==> src/common/adder_macros.svh <==
// Adder width macros
`ifndef ADDER_MACROS_SVH
`define ADDER_MACROS_SVH

// Operand and sum width in bits
`define ADDER_WIDTH 22

// Number of opcodes, sets the opcode field width
`define ADDER_OP_COUNT 4

`endif

==> src/common/adder_op_pkg.sv <==
// Adder request types
`include "adder_macros.svh"

package adder_op_pkg;

	// One operand or sum word
	typedef logic [`ADDER_WIDTH-1:0] adder_word_t;

	// Accumulate forms take the accumulator in place of operand a
	typedef enum logic [$clog2(`ADDER_OP_COUNT)-1:0] {
		op_add     = 2'd0,
		op_sub     = 2'd1,
		op_acc_add = 2'd2,
		op_acc_sub = 2'd3
	} adder_opcode_t;

	// Strobed request as seen at the unit input
	typedef struct packed {
		adder_opcode_t opcode;
		adder_word_t   a;
		adder_word_t   b;
	} adder_request_t;

endpackage

==> src/common/adder_result_pkg.sv <==
// Adder result types
`include "adder_macros.svh"

package adder_result_pkg;

	import adder_op_pkg::*;

	// Status of one registered sum
	typedef struct packed {
		logic carry;
		logic overflow;
		logic zero;
	} adder_flags_t;

	// Sum word with its flags
	typedef struct packed {
		adder_word_t  sum;
		adder_flags_t flags;
	} adder_result_t;

endpackage

==> src/hw/prefix_adder/ling_prefix_adder.sv <==
// Sparse Ling prefix adder
`timescale 1ns/100ps
`include "adder_macros.svh"

module ling_prefix_adder
	import adder_op_pkg::*;
(
	input  adder_word_t a,
	input  adder_word_t b,
	input  logic        carry_in,
	output adder_word_t sum,
	output logic        carry_out
);

	localparam int ADD_W = `ADDER_WIDTH;
	// Tree nodes sit on odd positions 1, 3, ... ADD_W-1
	localparam int ODD_NODES = ADD_W / 2;
	localparam int TREE_STAGES = $clog2(ADD_W);

	// Position 0 is the carry in, positions 1..ADD_W are operand bits 0..ADD_W-1
	wire [ADD_W:1] t;
	wire [ADD_W:0] g;

	// Ling pseudo-carries H(j:0) and real carries into each position
	wire [ADD_W:1] h;
	wire [ADD_W:1] c;

	// Node k of a stage stands for position 2k+1
	wire [TREE_STAGES:1][ODD_NODES-1:0] node_h;
	wire [TREE_STAGES:1][ODD_NODES-1:0] node_i;

	genvar s, k, j;

	// Pre-computation
	assign t = a | b;
	assign g = {a & b, carry_in};

	// First stage of reduced cells spanning two positions
	for (k = 0; k < ODD_NODES; k++) begin : g_stage1
		if (k == 0) begin : g_rgrey
			// Reaches position 0 already
			assign node_h[1][k] = g[1] | g[0];
		end else begin : g_rblack
			assign node_h[1][k] = g[2*k+1] | g[2*k];
			assign node_i[1][k] = t[2*k] & t[2*k-1];
		end
	end

	// Later stages double the span each time
	for (s = 2; s <= TREE_STAGES; s++) begin : g_stage
		localparam int DIST = 1 << (s - 2);

		for (k = 0; k < ODD_NODES; k++) begin : g_node
			if (k < DIST) begin : g_pass
				// Prefix to position 0 finished in an earlier stage
				assign node_h[s][k] = node_h[s-1][k];
			end else if (k < 2 * DIST) begin : g_grey
				assign node_h[s][k] = node_h[s-1][k] |
					(node_i[s-1][k] & node_h[s-1][k-DIST]);
			end else begin : g_black
				assign node_h[s][k] = node_h[s-1][k] |
					(node_i[s-1][k] & node_h[s-1][k-DIST]);
				assign node_i[s][k] = node_i[s-1][k] & node_i[s-1][k-DIST];
			end
		end
	end

	// Odd positions from the tree and even positions from one extra grey cell
	for (k = 0; k < ODD_NODES; k++) begin : g_fill
		assign h[2*k+1] = node_h[TREE_STAGES][k];

		if (k > 0) begin : g_even
			assign h[2*k] = g[2*k] | (t[2*k-1] & node_h[TREE_STAGES][k-1]);
		end
	end

	// Real carry is t AND H one position down
	assign c[1] = g[0];

	for (j = 1; j < ADD_W; j++) begin : g_carry
		assign c[j+1] = t[j] & h[j];
	end

	// Top position is outside the tree
	assign h[ADD_W] = g[ADD_W] | c[ADD_W];

	// H(j:0) is g(j) OR c(j), so the XOR drops the carry when both bits are set
	for (j = 1; j <= ADD_W; j++) begin : g_sum
		assign sum[j-1] = (t[j] ^ h[j]) | (g[j] & c[j]);
	end

	assign carry_out = t[ADD_W] & h[ADD_W];

endmodule

==> src/hw/operand_stage.sv <==
// Adder operand stage
`timescale 1ns/100ps
`include "adder_macros.svh"

module operand_stage
	import adder_op_pkg::*;
(
	input  logic           clk,
	input  logic           reset,
	input  logic           in_valid,
	input  adder_request_t request,
	input  adder_word_t    accumulator,
	output logic           stage_valid,
	output adder_word_t    eff_a,
	output adder_word_t    eff_b,
	output logic           carry_in,
	output logic           sign_a,
	output logic           sign_b
);

	adder_request_t req_q;
	logic           use_acc;
	logic           invert_b;

	always_ff @(posedge clk) begin
		if (reset) begin
			stage_valid <= 1'b0;
		end else begin
			stage_valid <= in_valid;
		end
	end

	always_ff @(posedge clk) begin
		if (in_valid) begin
			req_q <= request;
		end
	end

	// Opcode decode
	always_comb begin
		use_acc  = 1'b0;
		invert_b = 1'b0;
		case (req_q.opcode)
			op_sub: begin
				invert_b = 1'b1;
			end
			op_acc_add: begin
				use_acc = 1'b1;
			end
			op_acc_sub: begin
				use_acc  = 1'b1;
				invert_b = 1'b1;
			end
			default: begin
				use_acc  = 1'b0;
				invert_b = 1'b0;
			end
		endcase
	end

	// accumulator here already holds the previous request's sum
	assign eff_a    = use_acc ? accumulator : req_q.a;
	assign eff_b    = invert_b ? ~req_q.b : req_q.b;
	assign carry_in = invert_b;

	assign sign_a = eff_a[`ADDER_WIDTH-1];
	assign sign_b = eff_b[`ADDER_WIDTH-1];

	a_opcode_known: assert property (@(posedge clk) disable iff (reset)
		stage_valid |-> !$isunknown(req_q.opcode));

endmodule

==> src/hw/result_stage.sv <==
// Adder result stage
`timescale 1ns/100ps
`include "adder_macros.svh"

module result_stage
	import adder_op_pkg::*;
	import adder_result_pkg::*;
(
	input  logic          clk,
	input  logic          reset,
	input  logic          stage_valid,
	input  adder_word_t   sum,
	input  logic          carry_out,
	input  logic          sign_a,
	input  logic          sign_b,
	output logic          out_valid,
	output adder_result_t result,
	output adder_word_t   accumulator
);

	adder_flags_t flags_d;

	// Flags from the combinational sum
	always_comb begin
		flags_d.carry    = carry_out;
		// Like signs in, other sign out
		flags_d.overflow = (sign_a == sign_b) && (sum[`ADDER_WIDTH-1] != sign_a);
		flags_d.zero     = (sum == '0);
	end

	always_ff @(posedge clk) begin
		if (reset) begin
			out_valid   <= 1'b0;
			accumulator <= '0;
		end else begin
			out_valid <= stage_valid;
			if (stage_valid) begin
				accumulator <= sum;
			end
		end
	end

	always_ff @(posedge clk) begin
		if (stage_valid) begin
			result.sum   <= sum;
			result.flags <= flags_d;
		end
	end

	// Accumulator holds the sum of every valid result
	a_acc_loaded: assert property (@(posedge clk) disable iff (reset)
		out_valid |-> (accumulator == result.sum));

	// Overflow to a positive sum needs two negative operands, which always carry out
	a_overflow_carry: assert property (@(posedge clk) disable iff (reset)
		(out_valid && result.flags.overflow && !result.sum[`ADDER_WIDTH-1])
		|-> result.flags.carry);

endmodule

==> src/hw/adder_unit_top.sv <==
// Adder unit top level
`timescale 1ns/100ps

module adder_unit_top
	import adder_op_pkg::*;
	import adder_result_pkg::*;
(
	input  logic           clk,
	input  logic           reset,
	input  logic           in_valid,
	input  adder_request_t request,
	output logic           out_valid,
	output adder_result_t  result,
	output adder_word_t    accumulator
);

	logic        stage_valid;
	adder_word_t eff_a;
	adder_word_t eff_b;
	logic        carry_in;
	logic        sign_a;
	logic        sign_b;
	adder_word_t sum;
	logic        carry_out;

	operand_stage u_operand (
		.clk         (clk),
		.reset       (reset),
		.in_valid    (in_valid),
		.request     (request),
		.accumulator (accumulator),
		.stage_valid (stage_valid),
		.eff_a       (eff_a),
		.eff_b       (eff_b),
		.carry_in    (carry_in),
		.sign_a      (sign_a),
		.sign_b      (sign_b)
	);

	// Combinational, same cycle as the operand stage
	ling_prefix_adder u_adder (
		.a         (eff_a),
		.b         (eff_b),
		.carry_in  (carry_in),
		.sum       (sum),
		.carry_out (carry_out)
	);

	result_stage u_result (
		.clk         (clk),
		.reset       (reset),
		.stage_valid (stage_valid),
		.sum         (sum),
		.carry_out   (carry_out),
		.sign_a      (sign_a),
		.sign_b      (sign_b),
		.out_valid   (out_valid),
		.result      (result),
		.accumulator (accumulator)
	);

endmodule

==> config.mk <==
export PLATFORM = sky130hd
export DESIGN_NAME = adder_unit_top
export DESIGN_NICKNAME = d
export VERILOG_FILES = /design/src/common/adder_op_pkg.sv /design/src/common/adder_result_pkg.sv /design/src/hw/prefix_adder/ling_prefix_adder.sv /design/src/hw/operand_stage.sv /design/src/hw/result_stage.sv /design/src/hw/adder_unit_top.sv
export VERILOG_INCLUDE_DIRS = /design/src /design/src/common
export SDC_FILE = /design/constraint.sdc
export NUM_CORES = 1
export LEC_CHECK = 0
export BUFFER_PORTS_ARGS = -buffer_cell sky130_fd_sc_hd__buf_4
export CORE_UTILIZATION = 25
export CTS_CLUSTER_SIZE = 20
export DETAILED_ROUTE_END_ITERATION = 7
export SYNTH_ARGS = -nofsm -noshare
export SYNTH_HDL_FRONTEND = slang
export SYNTH_HIERARCHICAL = 1
export SYNTH_SLANG_ARGS = --single-unit
==> constraint.sdc <==
create_clock -name clk -period 4.7 [get_ports clk]
set_clock_uncertainty 0.1 [all_clocks]
set_input_delay 0.94 -clock clk [delete_from_list [all_inputs] [get_ports clk]]
set_output_delay 0.94 -clock clk [all_outputs]
set_load 0.01 [all_outputs]
==> results of run 1 <==
[area by class of cell]
type                    count  share of cell area
multi-input cells         211               0.302
repair buffers             99               0.126
well taps                 229              0.0488
clock inverters             6              0.0226
flip-flops and latches     95               0.445
clock buffers              10              0.0390
inverters                  26              0.0166
[sequential cells by signal (all words and copies together), names as in the netlist]
name	flops
u_result/accumulator	22
u_result/result	25
u_operand/req_q	46
u_operand/stage_valid	1
u_result/out_valid	1
[power breakdown]
| group | leakage (uW) | switching [uW] | internal [uW] | total (uW) |
|---|---|---|---|---|
| clock | 0.000173 | 305 | 573 | 877 |
| sequential | 0.000881 | 57.7 | 1040 | 1100 |
| combinational | 0.00128 | 449 | 353 | 802 |
[layer usage]
layer  vias up  share of wire
li1       1444              -
met3        11          0.061
met1      1427           0.45
met4         0          0.012
met2        86           0.48
met5         -              0
[cell usage in the layout, fill, tap and decap left out, types with 8 or more instances in the layout]
| master | n |
|---|---|
| xor2_1 | 22 |
| clkbuf_16 | 9 |
| nor2_1 | 30 |
| o21ai_0 | 8 |
| ha_1 | 10 |
| buf_4 | 99 |
| dfxtp_1 | 23 |
| mux2_2 | 22 |
| fa_1 | 12 |
| mux2i_1 | 22 |
| nand2_1 | 14 |
| edfxtp_1 | 71 |
| inv_1 | 26 |
[per-stage QoR]
| stage | hold WS [ps] | setup WS, ps | cell area, um2 |
|---|---|---|---|
| finish | 421 | 637 | 5880 |
| global route | 466 | 379 | 5880 |
| CTS | 426 | 646 | 5880 |
| detailed placement | 405 | 669 | 5510 |
| global placement | 406 | 736 | 5510 |
| floorplan | 436 | 1120 | 4580 |
[critical path: cells and delay by family, from the launching register on]
family	cells	cell delay [ps]
simple gates	5	1230
compound gates	4	690
fa+ha+maj	2	670
buf+inv	3	490
xor+xnor	1	400
flops	1	320
[worst min-delay path by stage]
stage | start | to | cells after the start
global placement | u_result/accumulator[19]$_SDFFE_PP0P_ | u_result/accumulator[19]$_SDFFE_PP0P_ | 2
CTS | u_result/accumulator[12]$_SDFFE_PP0P_ | u_result/accumulator[12]$_SDFFE_PP0P_ | 2
floorplan | u_result/accumulator[17]$_SDFFE_PP0P_ | u_result/accumulator[17]$_SDFFE_PP0P_ | 2
finish | u_result/accumulator[12]$_SDFFE_PP0P_ | u_result/accumulator[12]$_SDFFE_PP0P_ | 2
global route | u_result/accumulator[18]$_SDFFE_PP0P_ | u_result/accumulator[18]$_SDFFE_PP0P_ | 2
detailed placement | u_result/accumulator[12]$_SDFFE_PP0P_ | u_result/accumulator[12]$_SDFFE_PP0P_ | 2
[cells by family (layout without fill, tap and decap cells)]
group / after synthesis / count (layout) / share of synthesized area
AO/OA/AOI/OAI: 54 / 54 / 0.0885
adder cells (fa/ha/maj): 22 / 22 / 0.0798
XOR/XNOR: 22 / 22 / 0.0421
AND/OR/NAND/NOR: 69 / 69 / 0.0746
buffers and inverters: 39 / 141 / 0.0423
flip-flops: 95 / 95 / 0.570
multiplexers: 44 / 44 / 0.102
==> results.yml, run 1 <==
outcome:
  status: "completed"
synth:
  ys_ff_latch: 95
  netlist_instances: 345
  yosysMostFrequentCell: "edfxtp_1"
  synth_edf_count: 71
  syn_nets: 416
  async_flop_share: 0
  synthTopCellsByCount: "71 x edfxtp_1, 30 x nor2_1, 26 x inv_1, 24 x dfxtp_1"
  yosysSeqAreaShare: 0.570
  yosys.area.top_type_share: 0.466
  yosysWarnings: 6
  synth_area_leader_cell: "edfxtp_1"
  synthFlopType: "edfxtp_1"
  netlist_area_mm2: 0.00458
  synth_area_per_cell_um2: 13.3
  synth_area_leaders: "edfxtp_1 47%, dfxtp_1 10%, mux2_2 5.4%, fa_1 5.2%, mux2i_1 4.8%"
  synth_cell_type_count: 49
die:
  die-height_um: 137
  rows: 49
  start_util: 0.255
  die_area_mm2: 0.0189
  dieWidth_um: 137
  io_pins: 97
  core_mm2: 0.0180
global_routing:
  antenna_found_initial: 0
  grtUsageMet1: 0.152
  grt_pass1_vias: 3069
  grt_start_max_net_pins: 48
  grt_pass1_wl_um: 16700
  grt_use_met3: 0.0419
  grt_util_all_layers: 0.121
  grt_overflow_total: 0
  busiest_layer: "met2"
  met2_usage: 0.196
worst_hold_path:
  hold_class: "flop to flop"
clocking:
  clock_sinks: 95
  cts_resized: 0
  h-tree-depth: 3
  cts_buffers: 9
  clockRootBuffer: "clkbuf_16"
  cts_buffer_depth: 2
  clock_latency_ps: 350
  postCtsSetupRepairBufs: 0
  tritoncts: "yes"
  cts.reportedPaths.clkPinSlew_ps: 60
  cts_hold_buf: 0
detailed_routing:
  drc: 0
  vias_per_cell: 4.39
  ant_nets: 0
  via_count: 2968
  first_iter_violations: 158
  avgRoutedWirePerCell_um: 16.3
  drtPass1Iterations: 4
  wirelength_um: 11000
cells_and_area:
  insertedDiodeCount: 0
  multi_input_area_mm2: 0.00177
  ff_latch_area_mm2: 0.00261
  drive_gt1_frac: 0.358
  utilization: 0.327
  area_growth_syn_to_layout_pct: 28.3
  stdcell_count: 676
  finish.net_count: 513
  n_fill_cell: 1810
critical_path:
  crit_path_end: "u_result/result[0]$_DFFE_PP_"
  worstSetupPathType: "flop to flop"
  cpMaxStageDelayCell: "fa_1"
  crit_top_cell: "inv_1"
  reg2reg_slack_ps: 640
  cp.arrival_ps: 4140
  endpoint_kind: "flop"
  cp_max_fo: 24
  worstPathCellList: "buf_4 -> xor2_1 -> o22ai_1 -> or3_1 -> nand3b_1 -> a21oi_1 -> a2111oi_1 -> a311oi_2 -> ha_1 -> inv_1 -> fa_1 -> inv_1 -> nor4_1 -> nand4_1 -> nor4_2"
  cp.required_ps: 4780
  cpPeakStageDelay_ps: 480
  r2r-end: "u_result/result[0]$_DFFE_PP_"
  reg2reg_depth: 15
  cp-start-kind: "flop"
  critPathLaunch: "u_operand/req_q[44]$_DFFE_PP_"
  r2r-start: "u_operand/req_q[44]$_DFFE_PP_"
placed_design:
  gp_congestion: 0.818
  placed_cells: 660
  portBuffers: 96
  dp_hpwl_um: 8390
sta:
  layout_min_cycle_time_ps: 4060
  setup_tns_ps: 0
  min_period_over_period: 0.864
  worstMarginPinSlew_ps: 616
  hold_viol: 0
  fmax_mhz: 246
  rsz0062_at_grt: "false"
  finalSetupViolations: 0
  slew_headroom: 0.589
  report.final.slew_viol_count: 0
flow_run:
  drv_cap: 0
power_and_ir_drop:
  p_leak_uw: 0.00233
  irDropWorstVdd_mv: 0.217
  total_power_uw: 2780
  powerDensity_mw_per_mm2: 473
Power figures use the tool's default switching activity.
==> inputs of run 2 (changes only) <==
- CELL_PAD_IN_SITES_DETAIL_PLACEMENT: not set -> 0
- CELL_PAD_IN_SITES_GLOBAL_PLACEMENT: not set -> 1
- CORE_UTILIZATION: 25 -> 44
- PLACE_DENSITY_LB_ADDON: not set -> 0.1
==> run 2 against run 1 <==
Clock power decreased by 39%. First-iteration DRC count grew 3.2%. Via count up 0.24%. Clock-buffer cell count fell by 1. Fmax down 5.6%. Wire length decreased by 14%. Register-to-register slack worse by 240 ps. Worst hold slack improved by 15 ps. Utilization up 24 points. Power shrank 14%. Design area down 4.9%. Die area decreased by 43%.
==> results.yml, run 2 (synthesis results as in run 1) <==
detailed_routing:
  drc: 0
  drtPass1Iterations: 4
  ant_nets: 0
  wirelength_um: 9450
  avgRoutedWirePerCell_um: 16.3
  via_count: 2975
  vias_per_cell: 5.13
  first_iter_violations: 163
critical_path:
  cp.arrival_ps: 4410
  cp-start-kind: "flop"
  critPathLaunch: "u_operand/req_q[45]$_DFFE_PP_"
  cp.required_ps: 4810
  r2r-start: "u_operand/req_q[45]$_DFFE_PP_"
  endpoint_kind: "flop"
  cp_max_fo: 13
  worstSetupPathType: "flop to flop"
clocking:
  clockRootBuffer: "clkbuf_8"
  postCtsSetupRepairBufs: 0
  clock_sinks: 95
  cts_buffers: 9
  tritoncts: "yes"
  cts_hold_buf: 0
  cts.reportedPaths.clkPinSlew_ps: 90
  h-tree-depth: 3
  clock_latency_ps: 370
  cts_buffer_depth: 2
  cts_resized: 0
cells_and_area:
  stdcell_count: 580
  n_fill_cell: 823
  reg_top3: "u_operand/req_q x46, u_result/result x25, u_result/accumulator x22"
  final_cell_mix: "99 x buf_4, 71 x edfxtp_1, 30 x nor2_1"
  regMostFlops: "u_operand/req_q"
  area_growth_syn_to_layout_pct: 22.1
  finish.net_count: 513
  drive_gt1_frac: 0.360
  final_common_cell: "buf_4"
  largest_reg_flops: 46
  stdcell_area_mm2: 0.00559
  insertedDiodeCount: 0
power_and_ir_drop:
  powerDensity_mw_per_mm2: 430
  internal_power_uw: 1630
  switchingPower_uw: 770
  p_sw_frac: 0.320
  power_frac_seq: 0.454
  pwr-share-comb: 0.325
  p_leak_uw: 0.00225
  irDropWorstVdd_mv: 0.237
  clkPwrFrac: 0.221
global_routing:
  grt_pass1_wl_um: 15500
  antenna_found_initial: 0
  grt_start_max_net_pins: 49
  grt_pass1_vias: 2956
  grt_overflow_total: 0
  grt_util_all_layers: 0.187
sta:
  min_period_over_period: 0.915
  layout_min_cycle_time_ps: 4300
  slew_headroom: 0.520
  hold_slack_ps: 435
  setup_tns_ps: 0
  worstMarginPinSlew_ps: 720
  finalSetupViolations: 0
  setup_ws_ps: 397
  fmax_mhz: 232
  rsz0062_at_grt: "false"
  hold_viol: 0
  report.final.slew_viol_count: 0
die:
  core_mm2: 0.00991
  rows: 36
  dieWidth_um: 104
  die-height_um: 104
  start_util: 0.462
  io_pins: 97
  die_area_mm2: 0.0108
worst_hold_path:
  hold_start: "u_result/accumulator[14]$_SDFFE_PP0P_"
  hold_class: "flop to flop"
placed_design:
  dp_hpwl_um: 6790
  gp_congestion: 0.824
  place_area_mm2: 0.00539
  placed_cells: 564
  pre_cts_slack_ps: 417
  portBuffers: 96
outcome:
  status: "completed"
flow_run:
  drv_cap: 0
run 2: changes by cell type in the layout (fill, tap and decap cells not counted):
cell	delta
clkbuf_16	-9
clkinvlp_4	+1
clkinv_4	+1
inv_6	+1
clkinv_2	+1
bufinv_16	-3
clkbuf_1	-1
clkbuf_8	+9
run 2: power groups by stage:
stage | Sequential, uW | Clock (uW) | Combinational (uW)
3_3_place_gp | 1110 | 0 | 773
4_1_cts | 1090 | 549 | 787
2_1_floorplan | 1130 | 0 | 475
3_5_place_dp | 1110 | 0 | 780
5_1_grt | 1100 | 578 | 876
6_report | 1090 | 532 | 781
run 2: cell type report:
type | count | area (um2) | share of cell area
Clock inverter | 7 | 72.6 | 0.0130
Multi-Input combinational cell | 211 | 1770 | 0.317
Clock buffer | 9 | 124 | 0.0222
Inverter | 26 | 97.6 | 0.0175
Sequential cell | 95 | 2610 | 0.468
Tap cell | 133 | 166 | 0.0298
Timing Repair Buffer | 99 | 743 | 0.133
run 2: metrics by stage:
step	util	total power (uW)
after floorplan	-	1610
after global placement	0.544	1880
after detailed placement	0.544	1890
after CTS	0.564	2430
after global routing	0.564	2560
final	0.564	2400
run 2: final timing paths:
kind,cells after the start,to,slack (ps)
max,14,u_result/result[0]$_DFFE_PP_,400
min,2,u_result/accumulator[14]$_SDFFE_PP0P_,440
max reg2reg,14,u_result/result[0]$_DFFE_PP_,400
min reg2reg,2,u_result/accumulator[14]$_SDFFE_PP0P_,440
run 2: per-layer routing:
metal	vias to the layer above	global-route usage	wire, um
met2	81	0.279	4280
met4	0	0.0459	55
met5	-	0	0
met1	1439	0.268	4660
li1	1449	-	-
met3	6	0.0539	453
run 2: critical path, stage by stage, from the launching register on:
cell and delay, ps:
edfxtp_1 740, buf_4 310, mux2_2 390, a22oi_1 290
o21a_1 170, o21a_1 140, nor3_1 50, o21ai_0 150
o211ai_1 140, ha_1 220, fa_1 350, a31o_2 240
nor4_1 510, nand4_1 170, nor4_2 150
==> inputs of run 3 (changes only) <==
- CORE_ASPECT_RATIO: not set -> 2
==> run 3 against run 2 <==
Sequential cell count unchanged. Combinational power increased by 2%. Worst hold slack got worse by 3.9 ps. First-iteration DRC count decreased by 26%. Die area increased by 0.22%. Utilization increased by 0.35 points. Clock power increased by 46%. Fmax decreased by 1.1%. Critical path type unchanged. Highest routed layer unchanged.
==> results.yml, run 3 (synthesis results as in run 1) <==
global_routing:
  antenna_found_initial: 0
  grt_pass1_vias: 3256
  grt_pass1_wl_um: 16000
  grt_util_all_layers: 0.203
  grt_overflow_total: 0
  grt_start_max_net_pins: 48
critical_path:
  cp.required_ps: 4760
  endpoint_kind: "flop"
  cp.arrival_ps: 4410
  worstSetupPathType: "flop to flop"
  cpPeakStageDelay_ps: 470
  cp-start-kind: "flop"
  worstPathCellList: "buf_4 -> xor2_1 -> o22ai_1 -> or3_1 -> nand3b_1 -> a21oi_1 -> a2111oi_1 -> a311oi_2 -> ha_1 -> inv_1 -> fa_1 -> inv_1 -> nor4_1 -> nand4_1 -> nor4_2"
  crit_top_cell: "inv_1"
  cp_max_fo: 22
  cp_top_family: "simple AND/OR/NAND/NOR gates"
  cpMaxStageDelayCell: "fa_1"
  worst-path-buf-inv: 3
clocking:
  cts_buffer_depth: 2
  postCtsSetupRepairBufs: 0
  cts_hold_buf: 0
  cts_buffers: 9
  cts_resized: 0
  clock_latency_ps: 340
  cts.reportedPaths.clkPinSlew_ps: 70
  h-tree-depth: 3
  clock_sinks: 95
  clockRootBuffer: "clkbuf_16"
  tritoncts: "yes"
detailed_routing:
  wirelength_um: 10300
  drtPass1Iterations: 4
  via_count: 2981
  drc: 0
  ant_nets: 0
  first_iter_violations: 121
  avgRoutedWirePerCell_um: 17.7
  vias_per_cell: 5.11
cells_and_area:
  area_growth_syn_to_layout_pct: 25.0
  drive_gt1_frac: 0.359
  largest_reg_flops: 46
  insertedDiodeCount: 0
  n_fill_cell: 880
  final_common_cell: "buf_4"
  multi_input_area_mm2: 0.00177
  regMostFlops: "u_operand/req_q"
  ff_latch_area_mm2: 0.00261
  final_cell_mix: "100 x buf_4, 71 x edfxtp_1, 30 x nor2_1"
  reg_top3: "u_operand/req_q x46, u_result/result x25, u_result/accumulator x22"
  finish.net_count: 514
placed_design:
  portBuffers: 96
  dp_hpwl_um: 7520
  gp_congestion: 0.824
  pre_cts_slack_ps: 365
die:
  dieWidth_um: 74.1
  start_util: 0.454
  die_area_mm2: 0.0108
  core_mm2: 0.0101
  io_pins: 97
  rows: 52
  die-height_um: 146
power_and_ir_drop:
  irDropWorstVdd_mv: 0.288
  powerDensity_mw_per_mm2: 465
  p_leak_uw: 0.00232
  total_power_uw: 2660
flow_run:
  drv_cap: 0
worst_hold_path:
  hold_class: "flop to flop"
sta:
  slew_headroom: 0.570
  finalSetupViolations: 0
  layout_min_cycle_time_ps: 4350
  worstMarginPinSlew_ps: 644
  hold_viol: 0
  rsz0062_at_grt: "false"
  report.final.slew_viol_count: 0
  setup_ws_ps: 350
  min_period_over_period: 0.926
  setup_tns_ps: 0
  fmax_mhz: 230
outcome:
  status: "completed"
## run 3: cell types whose count changed in the layout (fill, tap and decap cells not counted)
cell / previous run / this run
clkbuf_16: 0 / 9
clkbuf_8: 9 / 0
clkinvlp_4: 2 / 0
buf_4: 99 / 100
bufinv_16: 1 / 2
clkinv_1: 0 / 1
clkinv_2: 2 / 1
inv_6: 1 / 2
## run 3: metrics by stage
stage	utilization	cell area, um2	hold WS [ps]	std cells
CTS	0.568	5720	434	583
global placement	0.536	5400	403	567
floorplan	-	4580	436	345
global route	0.568	5720	458	583
finish	0.568	5720	431	583
detailed placement	0.536	5400	417	567
## run 3: area by class of cell
type,count,share of cell area
inverters,26,0.0170
flip-flops and latches,95,0.457
clock inverters,7,0.0166
clock buffers,9,0.0393
multi-input cells,211,0.310
well taps,135,0.0295
repair buffers,100,0.131
## run 3: worst paths after layout
check                                                           start  cells past startpoint  slack [ps]                               endpoint
worst max register to register          u_operand/req_q[44]$_DFFE_PP_                     15         350           u_result/result[0]$_DFFE_PP_
worst max-delay path                    u_operand/req_q[44]$_DFFE_PP_                     15         350           u_result/result[0]$_DFFE_PP_
worst min register to register  u_result/accumulator[18]$_SDFFE_PP0P_                      2         430  u_result/accumulator[18]$_SDFFE_PP0P_
worst min-delay path            u_result/accumulator[18]$_SDFFE_PP0P_                      2         430  u_result/accumulator[18]$_SDFFE_PP0P_
## run 3: power breakdown
part / total, uW / switching, uW / internal [uW]
Clock: 778 / 310 / 468
Combinational: 793 / 442 / 350
Sequential: 1090 / 53.4 / 1040
## run 3: worst register-to-register path: cells and delay by family, from the launching register on
kind            cells  cell delay, ps
compound gates      4             650
xor+xnor            1             410
buf+inv             3             530
simple gates        5            1410
fa+ha+maj           2             660
flops               1             390
## run 3: layer usage
layer / up-vias / GRT usage / wire (um)
met5: - / 0 / 0
met4: 0 / 0.0923 / 267
li1: 1450 / - / -
met1: 1437 / 0.203 / 3680
met3: 18 / 0.0331 / 319
met2: 76 / 0.386 / 6080
